$ cat config.mk
export PLATFORM = sky130hd
export DESIGN_NAME = input_port
export DESIGN_NICKNAME = d
export VERILOG_FILES = /design/src/noc_pkg.sv /design/src/input_port.sv /design/src/vc_buffer.sv /design/src/route_compute.sv
export VERILOG_INCLUDE_DIRS = /design/src
export SDC_FILE = /design/constraint.sdc
export NUM_CORES = 1
export LEC_CHECK = 0
export BUFFER_PORTS_ARGS = -buffer_cell sky130_fd_sc_hd__buf_2
export CORE_MARGIN = 2
export CORE_UTILIZATION = 35
export CTS_BUF_LIST = sky130_fd_sc_hd__clkbuf_2
export DETAILED_ROUTE_END_ITERATION = 16
export GPL_ROUTABILITY_DRIVEN = 0
export HOLD_SLACK_MARGIN = 0.05
export PLACE_DENSITY_LB_ADDON = 0.2
export RECOVER_POWER = 25
export SLEW_MARGIN = 30
export SYNTH_ARGS = -nofsm -noshare
export SYNTH_HDL_FRONTEND = slang
export SYNTH_SLANG_ARGS = --single-unit
$ cat constraint.sdc
create_clock -name clk -period 3.98 [get_ports clk]
set_input_delay 0.597 -clock clk [delete_from_list [all_inputs] [get_ports clk]]
set_output_delay 0.597 -clock clk [all_outputs]
set_load 0.02 [all_outputs]
$ cat src/noc_params.svh
`ifndef NOC_PARAMS_SVH
`define NOC_PARAMS_SVH

// Mesh dimensions in routers
`define NOC_MESH_SIZE_X 4
`define NOC_MESH_SIZE_Y 4

// Destination coordinate widths carried by a head flit
`define NOC_DEST_ADDR_SIZE_X 2
`define NOC_DEST_ADDR_SIZE_Y 2

// Virtual channels per input port and the width of a VC id
`define NOC_VC_NUM  2
`define NOC_VC_SIZE 1

// Flit slots in each VC buffer
`define NOC_BUFFER_SIZE 8

// Slots kept free for flits already on the link when off is raised
`define NOC_ON_OFF_MARGIN 5

// Width of the flit payload word
`define NOC_PAYLOAD_WIDTH 16

`endif
$ cat src/noc_pkg.sv
`default_nettype none

`include "noc_params.svh"

package noc_pkg;

    // Router output directions
    typedef enum logic [2:0]
    {
        LOCAL = 3'd0,
        NORTH = 3'd1,
        SOUTH = 3'd2,
        EAST  = 3'd3,
        WEST  = 3'd4
    } port_t;

    // Position of a flit inside its packet
    typedef enum logic [1:0]
    {
        HEAD     = 2'd0,
        BODY     = 2'd1,
        TAIL     = 2'd2,
        HEADTAIL = 2'd3
    } flit_type_e;

    // Unused low bits of the head view
    localparam int HEAD_PAD_WIDTH =
        `NOC_PAYLOAD_WIDTH - `NOC_DEST_ADDR_SIZE_X - `NOC_DEST_ADDR_SIZE_Y;

    typedef struct packed
    {
        logic [`NOC_DEST_ADDR_SIZE_X-1:0] x_dest;
        logic [`NOC_DEST_ADDR_SIZE_Y-1:0] y_dest;
        logic [HEAD_PAD_WIDTH-1:0]        pad;
    } head_data_t;

    // A head carries the destination and any other flit carries raw payload
    typedef union packed
    {
        head_data_t                     head_data;
        logic [`NOC_PAYLOAD_WIDTH-1:0]  bt_pl;
    } flit_data_u;

    typedef struct packed
    {
        flit_type_e               flit_type;
        logic [`NOC_VC_SIZE-1:0]  vc_id;     // VC on the link, rewritten on the way out
        flit_data_u               data;
    } flit_t;

endpackage

`default_nettype wire

$ cat src/input_port.sv
`timescale 1ns/1ps
`default_nettype none

`include "noc_params.svh"

module input_port #(
    parameter int X_CURRENT = `NOC_MESH_SIZE_X / 2,
    parameter int Y_CURRENT = `NOC_MESH_SIZE_Y / 2
) (
    input  logic                                  clk,
    input  logic                                  arst_n_i,
    input  noc_pkg::flit_t                        data_i,
    input  logic                                  valid_flit_i,
    input  logic [`NOC_VC_SIZE-1:0]               vc_sel_i,
    input  logic                                  sa_valid_i,
    input  logic [`NOC_VC_SIZE-1:0]               vc_new_i [`NOC_VC_NUM],
    input  logic [`NOC_VC_NUM-1:0]                vc_valid_i,
    output noc_pkg::flit_t                        flit_o,
    output logic                                  flit_valid_o,
    output logic [`NOC_VC_NUM-1:0]                on_off_o,
    output logic [`NOC_VC_NUM-1:0]                vc_allocatable_o,
    output logic [`NOC_VC_NUM-1:0]                vc_request_o,
    output noc_pkg::port_t [`NOC_VC_NUM-1:0]      out_port_o
);

    import noc_pkg::*;

    flit_t [`NOC_VC_NUM-1:0]  vc_data;
    port_t                    route_cmd;
    logic [`NOC_VC_NUM-1:0]   write_cmd;
    logic [`NOC_VC_NUM-1:0]   read_cmd;
    logic [`NOC_VC_NUM-1:0]   is_empty;
    logic [`NOC_VC_NUM-1:0]   vc_ready;

    // Every buffer sees the same route and only a head write latches it
    route_compute #(
        .X_CURRENT(X_CURRENT),
        .Y_CURRENT(Y_CURRENT)
    ) route_compute_i (
        .x_dest_i   (data_i.data.head_data.x_dest),
        .y_dest_i   (data_i.data.head_data.y_dest),
        .out_port_o (route_cmd)
    );

    for (genvar vc = 0; vc < `NOC_VC_NUM; vc++)
    begin : g_vc
        vc_buffer #(
            .BUFFER_SIZE(`NOC_BUFFER_SIZE)
        ) vc_buffer_i (
            .clk              (clk),
            .arst_n_i         (arst_n_i),
            .data_i           (data_i),
            .write_i          (write_cmd[vc]),
            .read_i           (read_cmd[vc]),
            .vc_new_i         (vc_new_i[vc]),
            .vc_valid_i       (vc_valid_i[vc]),
            .out_port_i       (route_cmd),
            .data_o           (vc_data[vc]),
            .is_empty_o       (is_empty[vc]),
            .on_off_o         (on_off_o[vc]),
            .out_port_o       (out_port_o[vc]),
            .vc_request_o     (vc_request_o[vc]),
            .vc_allocatable_o (vc_allocatable_o[vc]),
            .ready_o          (vc_ready[vc])
        );
    end

    // Write goes to the VC named in the incoming flit
    always_comb
    begin
        write_cmd = '0;
        if (valid_flit_i)
        begin
            write_cmd[data_i.vc_id] = 1'b1;
        end
    end

    always_comb
    begin
        read_cmd = '0;
        // No pop is issued to an empty buffer
        if (sa_valid_i && !is_empty[vc_sel_i])
        begin
            read_cmd[vc_sel_i] = 1'b1;
        end
    end

    assign flit_o       = vc_data[vc_sel_i];   // Front flit of the selected VC
    assign flit_valid_o = vc_ready[vc_sel_i];  // Allocated and holding a flit

endmodule

`default_nettype wire

$ cat src/vc_buffer.sv
`timescale 1ns/1ps
`default_nettype none

`include "noc_params.svh"

module vc_buffer #(
    parameter int BUFFER_SIZE = `NOC_BUFFER_SIZE
) (
    input  logic                     clk,
    input  logic                     arst_n_i,
    input  noc_pkg::flit_t           data_i,
    input  logic                     write_i,
    input  logic                     read_i,
    input  logic [`NOC_VC_SIZE-1:0]  vc_new_i,
    input  logic                     vc_valid_i,
    input  noc_pkg::port_t           out_port_i,
    output noc_pkg::flit_t           data_o,
    output logic                     is_empty_o,
    output logic                     on_off_o,
    output noc_pkg::port_t           out_port_o,
    output logic                     vc_request_o,
    output logic                     vc_allocatable_o,
    output logic                     ready_o
);

    import noc_pkg::*;

    localparam int PTR_W     = (BUFFER_SIZE > 1) ? $clog2(BUFFER_SIZE) : 1;
    localparam int CNT_W     = $clog2(BUFFER_SIZE + 1);
    localparam int OFF_LEVEL = BUFFER_SIZE - `NOC_ON_OFF_MARGIN;

    // Packet progress through the VC
    typedef enum logic [1:0]
    {
        IDLE,
        WAIT_VC,
        ACTIVE
    } state_e;

    flit_t                    mem [BUFFER_SIZE];
    flit_t                    front;
    logic [PTR_W-1:0]         wr_ptr;
    logic [PTR_W-1:0]         rd_ptr;
    logic [CNT_W-1:0]         count;
    logic                     is_empty;
    logic                     is_full;
    logic                     do_write;
    logic                     do_read;
    logic                     head_in;
    logic                     tail_out;
    state_e                   state;
    logic [`NOC_VC_SIZE-1:0]  vc_down;
    port_t                    route_q;

    // Circular pointer advance that also works for depths other than powers of two
    function automatic logic [PTR_W-1:0] ptr_next(input logic [PTR_W-1:0] ptr);
        if (ptr == PTR_W'(BUFFER_SIZE - 1))
        begin
            return '0;
        end
        return ptr + 1'b1;
    endfunction

    assign is_empty = (count == '0);
    assign is_full  = (count == CNT_W'(BUFFER_SIZE));

    assign ready_o  = (state == ACTIVE) && !is_empty;
    assign do_write = write_i && !is_full;
    assign do_read  = read_i && ready_o;   // Pops on a VC that is not ready do nothing

    assign head_in  = do_write &&
                      ((data_i.flit_type == HEAD) || (data_i.flit_type == HEADTAIL));
    assign tail_out = do_read &&
                      ((front.flit_type == TAIL) || (front.flit_type == HEADTAIL));

    always_ff @(posedge clk)
    begin
        if (do_write)
        begin
            mem[wr_ptr] <= data_i;
        end
    end

    always_ff @(posedge clk or negedge arst_n_i)
    begin
        if (!arst_n_i)
        begin
            wr_ptr <= '0;
            rd_ptr <= '0;
            count  <= '0;
        end
        else
        begin
            if (do_write)
            begin
                wr_ptr <= ptr_next(wr_ptr);
            end
            if (do_read)
            begin
                rd_ptr <= ptr_next(rd_ptr);
            end
            case ({do_write, do_read})
                2'b10:   count <= count + 1'b1;
                2'b01:   count <= count - 1'b1;
                default: count <= count;  // Idle or a write and a read together
            endcase
        end
    end

    // Route and downstream VC are held for the whole packet
    always_ff @(posedge clk or negedge arst_n_i)
    begin
        if (!arst_n_i)
        begin
            state   <= IDLE;
            route_q <= LOCAL;
            vc_down <= '0;
        end
        else
        begin
            case (state)
                IDLE:
                begin
                    if (head_in)
                    begin
                        route_q <= out_port_i;
                        state   <= WAIT_VC;
                    end
                end
                WAIT_VC:
                begin
                    if (vc_valid_i)
                    begin
                        vc_down <= vc_new_i;
                        state   <= ACTIVE;
                    end
                end
                ACTIVE:
                begin
                    // The last flit of the packet frees the VC
                    if (tail_out)
                    begin
                        state <= IDLE;
                    end
                end
                default:
                begin
                    state <= IDLE;
                end
            endcase
        end
    end

    always_comb
    begin
        front        = mem[rd_ptr];
        data_o       = front;
        data_o.vc_id = vc_down;  // Downstream router sees the allocated VC
    end

    assign is_empty_o       = is_empty;
    assign on_off_o         = (count < CNT_W'(OFF_LEVEL));
    assign out_port_o       = route_q;
    assign vc_request_o     = (state == WAIT_VC);
    assign vc_allocatable_o = (state == IDLE) && is_empty;

endmodule

`default_nettype wire

$ cat src/route_compute.sv
`timescale 1ns/1ps
`default_nettype none

`include "noc_params.svh"

module route_compute #(
    parameter int X_CURRENT = `NOC_MESH_SIZE_X / 2,
    parameter int Y_CURRENT = `NOC_MESH_SIZE_Y / 2
) (
    input  logic [`NOC_DEST_ADDR_SIZE_X-1:0] x_dest_i,
    input  logic [`NOC_DEST_ADDR_SIZE_Y-1:0] y_dest_i,
    output noc_pkg::port_t                   out_port_o
);

    import noc_pkg::*;

    // Router position at the coordinate widths
    localparam logic [`NOC_DEST_ADDR_SIZE_X-1:0] X_HERE = `NOC_DEST_ADDR_SIZE_X'(X_CURRENT);
    localparam logic [`NOC_DEST_ADDR_SIZE_Y-1:0] Y_HERE = `NOC_DEST_ADDR_SIZE_Y'(Y_CURRENT);

    logic x_greater;
    logic x_less;
    logic y_greater;
    logic y_less;

    assign x_greater = (x_dest_i > X_HERE);
    assign x_less    = (x_dest_i < X_HERE);
    assign y_greater = (y_dest_i > Y_HERE);  // Y grows towards the south edge
    assign y_less    = (y_dest_i < Y_HERE);

    // Dimension order routing resolves X completely before Y
    always_comb
    begin
        if (x_greater)
        begin
            out_port_o = EAST;
        end
        else if (x_less)
        begin
            out_port_o = WEST;
        end
        else if (y_greater)
        begin
            out_port_o = SOUTH;
        end
        else if (y_less)
        begin
            out_port_o = NORTH;
        end
        else
        begin
            out_port_o = LOCAL;  // Packet has reached its destination
        end
    end

endmodule

`default_nettype wire

==> metrics.md <==
| Metric | Value |
|---|---|
| Share of final-layout standard cells stronger than drive strength 1 | `0.3715` |
| Clk Latency, worst-skew pair | `0.88 ns` |
| CTS tree | `done` |
| Critical path type | `flip-flop to output port` |
| Global-route wire length before repair | `45290 um` |
| Buffer levels on the longest clock path | `3` |
| Final wirelength | `29950 um` |
| Most frequent cells in the layout | `sky130_fd_sc_hd__edfxtp_1, sky130_fd_sc_hd__clkbuf_2, sky130_fd_sc_hd__mux4_2` |
| First-pass DRT Iterations | `7` |
| Cell Chain, Critical Path | `buf_12 -> mux4_2 -> o22ai_1 -> nor2_1 -> buf_2` |
| Register bit count reported by yosys | `320` |
| Maximum vdd ir drop | `0.3275 mV` |
| Worst path top cell family by delay | `flip-flops` |
| Kind of start point of the critical path | `flip-flop` |
| Headroom to the max-slew limit | `0.3218` |
| Core area | `35570 sq um` |
| Synth Instances | `618` |
| Complex-gate fraction of the synthesized area | `0.02681` |
| Unique cell type count in the Yosys netlist | `45` |
| Cell at the root of the clock tree | `sky130_fd_sc_hd__clkbuf_2` |
| CP max stage delay | `0.89 ns` |
| Summed negative setup slack over all endpoints | `0 ns` |
| Largest net degree at the start of global routing | `38` |
| Std cell rows | `69` |
| Mapped Avg Cell Area | `20.46 sq um` |
| Grt total ovfl | `0` |
| Largest family of logic cells by synthesized area | `multiplexers` |
| Critical path capture point type | `output port` |
| Leakage component of the power | `0.005046 uW` |
| Yosys warning total | `0` |
| Seq/Total Area, Yosys | `0.7472` |
| Detailed-route vias per instance | `5.067` |
| Final number of hold-violating endpoints | `0` |
| Outcome | `finished, final reports clean` |
| Net count after synthesis | `660` |
| Count of flip-flops with a built-in enable after synthesis | `288` |
| Slowest stage cell on the critical path | `sky130_fd_sc_hd__dfrtp_2` |
| Adder-cell share of the synthesized area | `0.01385` |
| Final min period | `3.648 ns` |
| Number of buffers added by the clock tree synthesis step | `84` |
| Number of hold buffers added after CTS | `22` |
| Area growth, synth to finish | `16.02%` |
| Count of cells resized by post-cts repair | `0` |
| Number of antenna violations at the first check in global routing | `1` |
| Number of nets in the layout | `819` |
| Number of sinks driven by the clock tree | `320` |
| Top achievable clock speed | `274.1 MHz` |
| Die width | `194.1 um` |
| Leading register cell type out of synthesis | `sky130_fd_sc_hd__edfxtp_1` |
| Placement-stage cell area | `13650 sq um` |
| Area of combinational cells with multiple inputs | `3083 sq um` |
| # setup viols final | `0` |
| Number of max-capacitance violations reported | `0` |
| Count of nets left with antenna violations after detail routing | `0` |
| Unrepaired setup endpoints after global routing | `false` |
| Overall via count from detail_route | `6638` |
| Worst min-delay path category | `primary input to flip-flop` |
| Number of levels the H-tree was split into | `3` |
| Fill cell count | `3224` |
| Count of boundary I/O pins | `60` |
| WP buf/inv | `2` |
| Port-buffer cells | `59` |
| Routed wire length per instance | `22.87 um` |
| Post-Syn Area | `12650 sq um` |
| Instance count after placement with tap cells included | `1130` |
| Mux cell area share after synthesis | `0.1479` |
| Required time at the worst-slack endpoint | `3.38 ns` |
| Total routing usage reported by global routing | `0.1631` |
| Remaining routing DRC violations | `0` |
| Starting utilization of the core area | `0.3555` |
| DPL Wire Length | `17560 um` |
| Total power per unit cell area | `640.3 nW/um^2` |
| Number of global-route vias before repair | `7430` |
| Arrival time of the worst setup path | `3.05 ns` |
| Parity-gate share of the synthesized area counting xor and xnor cells | `0.007618` |
| Simple-gate share of the synthesized area | `0.03997` |
| Fraction of the cycle the final worst path needs | `0.9165` |
| Vert. Die Dim | `194.1 um` |
| Most common library cell in the layout ignoring fill and taps | `sky130_fd_sc_hd__edfxtp_1` |
| Async set or reset register ratio after synthesis | `0.1000` |
| Clock slew at the register clock pins of the worst setup and hold paths | `0.09 ns` |
| Worst-margin pin slew | `1.017 ns` |
| Number of DRC markers after the initial detailed-route iteration | `381` |
| Pwr Total | `9395 uW` |
| Worst setup skew after layout | `0.09537 ns` |
| Maximum fanout encountered on the critical timing path | `22` |
| Cell area after layout | `14670 sq um` |
| Buffers inserted by post-CTS timing repair | `0` |
| Max-slew violation count | `0` |
| Number of non-filler instances in the completed layout | `1310` |
| Sequential standard cell area | `9452 sq um` |
| Die area | `37670 sq um` |
worst register-to-register path, stage by stage (launching register included):
cell and delay (ns):
sky130_fd_sc_hd__dfrtp_1 0.45, sky130_fd_sc_hd__or4_1 0.60, sky130_fd_sc_hd__nand4_1 0.29, sky130_fd_sc_hd__inv_1 0.11, sky130_fd_sc_hd__ha_1 0.28, sky130_fd_sc_hd__xor2_1 0.16, sky130_fd_sc_hd__ha_1 0.18, sky130_fd_sc_hd__a21oi_1 0.14
sky130_fd_sc_hd__xor2_1 0.16, sky130_fd_sc_hd__nor2_1 0.06, sky130_fd_sc_hd__xor2_1 0.14
per-stage QoR:
step                setup WS [ns]    util  hold slack [ns]
floorplan                  0.5312       -           0.3014
detailed placement          1.143  0.3838           0.5027
finish                     0.3323  0.4125           0.2042
global placement            1.093  0.3838           0.4901
global route              0.01081  0.4125           0.1456
CTS                        0.1610  0.4128          0.07489
cell usage after synthesis, types with 2 or more instances:
cell / instances / area share
sky130_fd_sc_hd__clkbuf_1: 10 / 0.0030
sky130_fd_sc_hd__mux2i_1: 5 / 0.0040
sky130_fd_sc_hd__xnor2_1: 2 / 0.0014
sky130_fd_sc_hd__mux2_2: 15 / 0.013
sky130_fd_sc_hd__a21oi_1: 4 / 0.0016
sky130_fd_sc_hd__a21o_1: 4 / 0.0024
sky130_fd_sc_hd__a211oi_1: 2 / 0.0012
sky130_fd_sc_hd__or4_1: 2 / 0.0012
sky130_fd_sc_hd__inv_1: 7 / 0.0021
sky130_fd_sc_hd__nand2b_1: 3 / 0.0015
sky130_fd_sc_hd__nand3b_1: 3 / 0.0018
sky130_fd_sc_hd__o22ai_1: 34 / 0.017
sky130_fd_sc_hd__nor4_1: 2 / 0.00099
sky130_fd_sc_hd__edfxtp_1: 288 / 0.68
sky130_fd_sc_hd__or4b_1: 2 / 0.0016
sky130_fd_sc_hd__xor2_1: 9 / 0.0062
sky130_fd_sc_hd__dfrtp_1: 32 / 0.063
sky130_fd_sc_hd__buf_4: 10 / 0.0059
sky130_fd_sc_hd__buf_1: 3 / 0.00089
sky130_fd_sc_hd__buf_2: 8 / 0.0032
sky130_fd_sc_hd__nand4_1: 3 / 0.0015
sky130_fd_sc_hd__nor4_4: 2 / 0.0034
sky130_fd_sc_hd__nor4b_1: 4 / 0.0028
sky130_fd_sc_hd__ha_1: 14 / 0.014
sky130_fd_sc_hd__mux4_2: 72 / 0.13
sky130_fd_sc_hd__nor2b_1: 6 / 0.0030
sky130_fd_sc_hd__o21ai_0: 6 / 0.0024
sky130_fd_sc_hd__mux2_4: 2 / 0.0024
sky130_fd_sc_hd__nor3b_1: 5 / 0.0030
sky130_fd_sc_hd__nand2_1: 13 / 0.0039
sky130_fd_sc_hd__nor3_1: 8 / 0.0032
sky130_fd_sc_hd__nor2_1: 25 / 0.0074
cells by family (layout without fill, tap and decap cells):
logic type	count (synthesis)	count (layout)
flops	320	320
mux	94	94
simple gates	85	85
compound gates	54	54
buf+inv	40	270
fa+ha+maj	14	14
xor+xnor	11	11
other cells	0	1
state kept, by name (all words and copies together), names as in the netlist:
name / count
g_vc.vc_buffer_i.out_port_o: 6
g_vc.vc_buffer_i.state: 4
g_vc.vc_buffer_i.mem: 288
g_vc.vc_buffer_i.vc_down: 2
g_vc.vc_buffer_i.wr_ptr: 6
g_vc.vc_buffer_i.rd_ptr: 6
g_vc.vc_buffer_i.count: 8
report_power, final:
| group | switching, uW | internal [uW] | total [uW] | leakage, uW |
|---|---|---|---|---|
| Combinational | 1390 | 1260 | 2650 | 0.00145 |
| Sequential | 417 | 4030 | 4450 | 0.00299 |
| Clock | 1350 | 945 | 2300 | 0.000603 |
| Total | 3160 | 6240 | 9390 | 0.00505 |
path summary, 6_finish.rpt:
check	startpoint	end	slack, ns	cells after the start
worst min register to register	g_vc[0].vc_buffer_i.count[3]	g_vc[0].vc_buffer_i.count[3]	0.52	1
worst min-delay path	sa_valid_i	g_vc[0].vc_buffer_i.state[1]	0.20	4
worst max register to register	g_vc[1].vc_buffer_i.count[2]	g_vc[1].vc_buffer_i.count[2]	1.30	10
worst max-delay path	g_vc[0].vc_buffer_i.rd_ptr[0]	flit_o[14]	0.33	5
max in group asynchronous	arst_n_i	g_vc[0].vc_buffer_i.count[3]	3.08	2
min in group asynchronous	arst_n_i	g_vc[1].vc_buffer_i.wr_ptr[1]	0.34	2
area by class of cell:
cell class                 instances  share of cell area
clock buffer                     117             0.03991
sequential                       320              0.6442
inverter                           8            0.002388
clock inverter                    40             0.01518
multi-input combinational        258              0.2101
tap                              461             0.03931
timing repair buffer             105             0.04870
antenna                            1           0.0001706
routing by layer:
metal	global-route usage	share of wire
met1	0.2062	0.42
met2	0.2782	0.50
met3	0.03479	0.048
met4	0.05752	0.024
met5	0	0
Note: power is estimated with default switching activity, not from simulation.
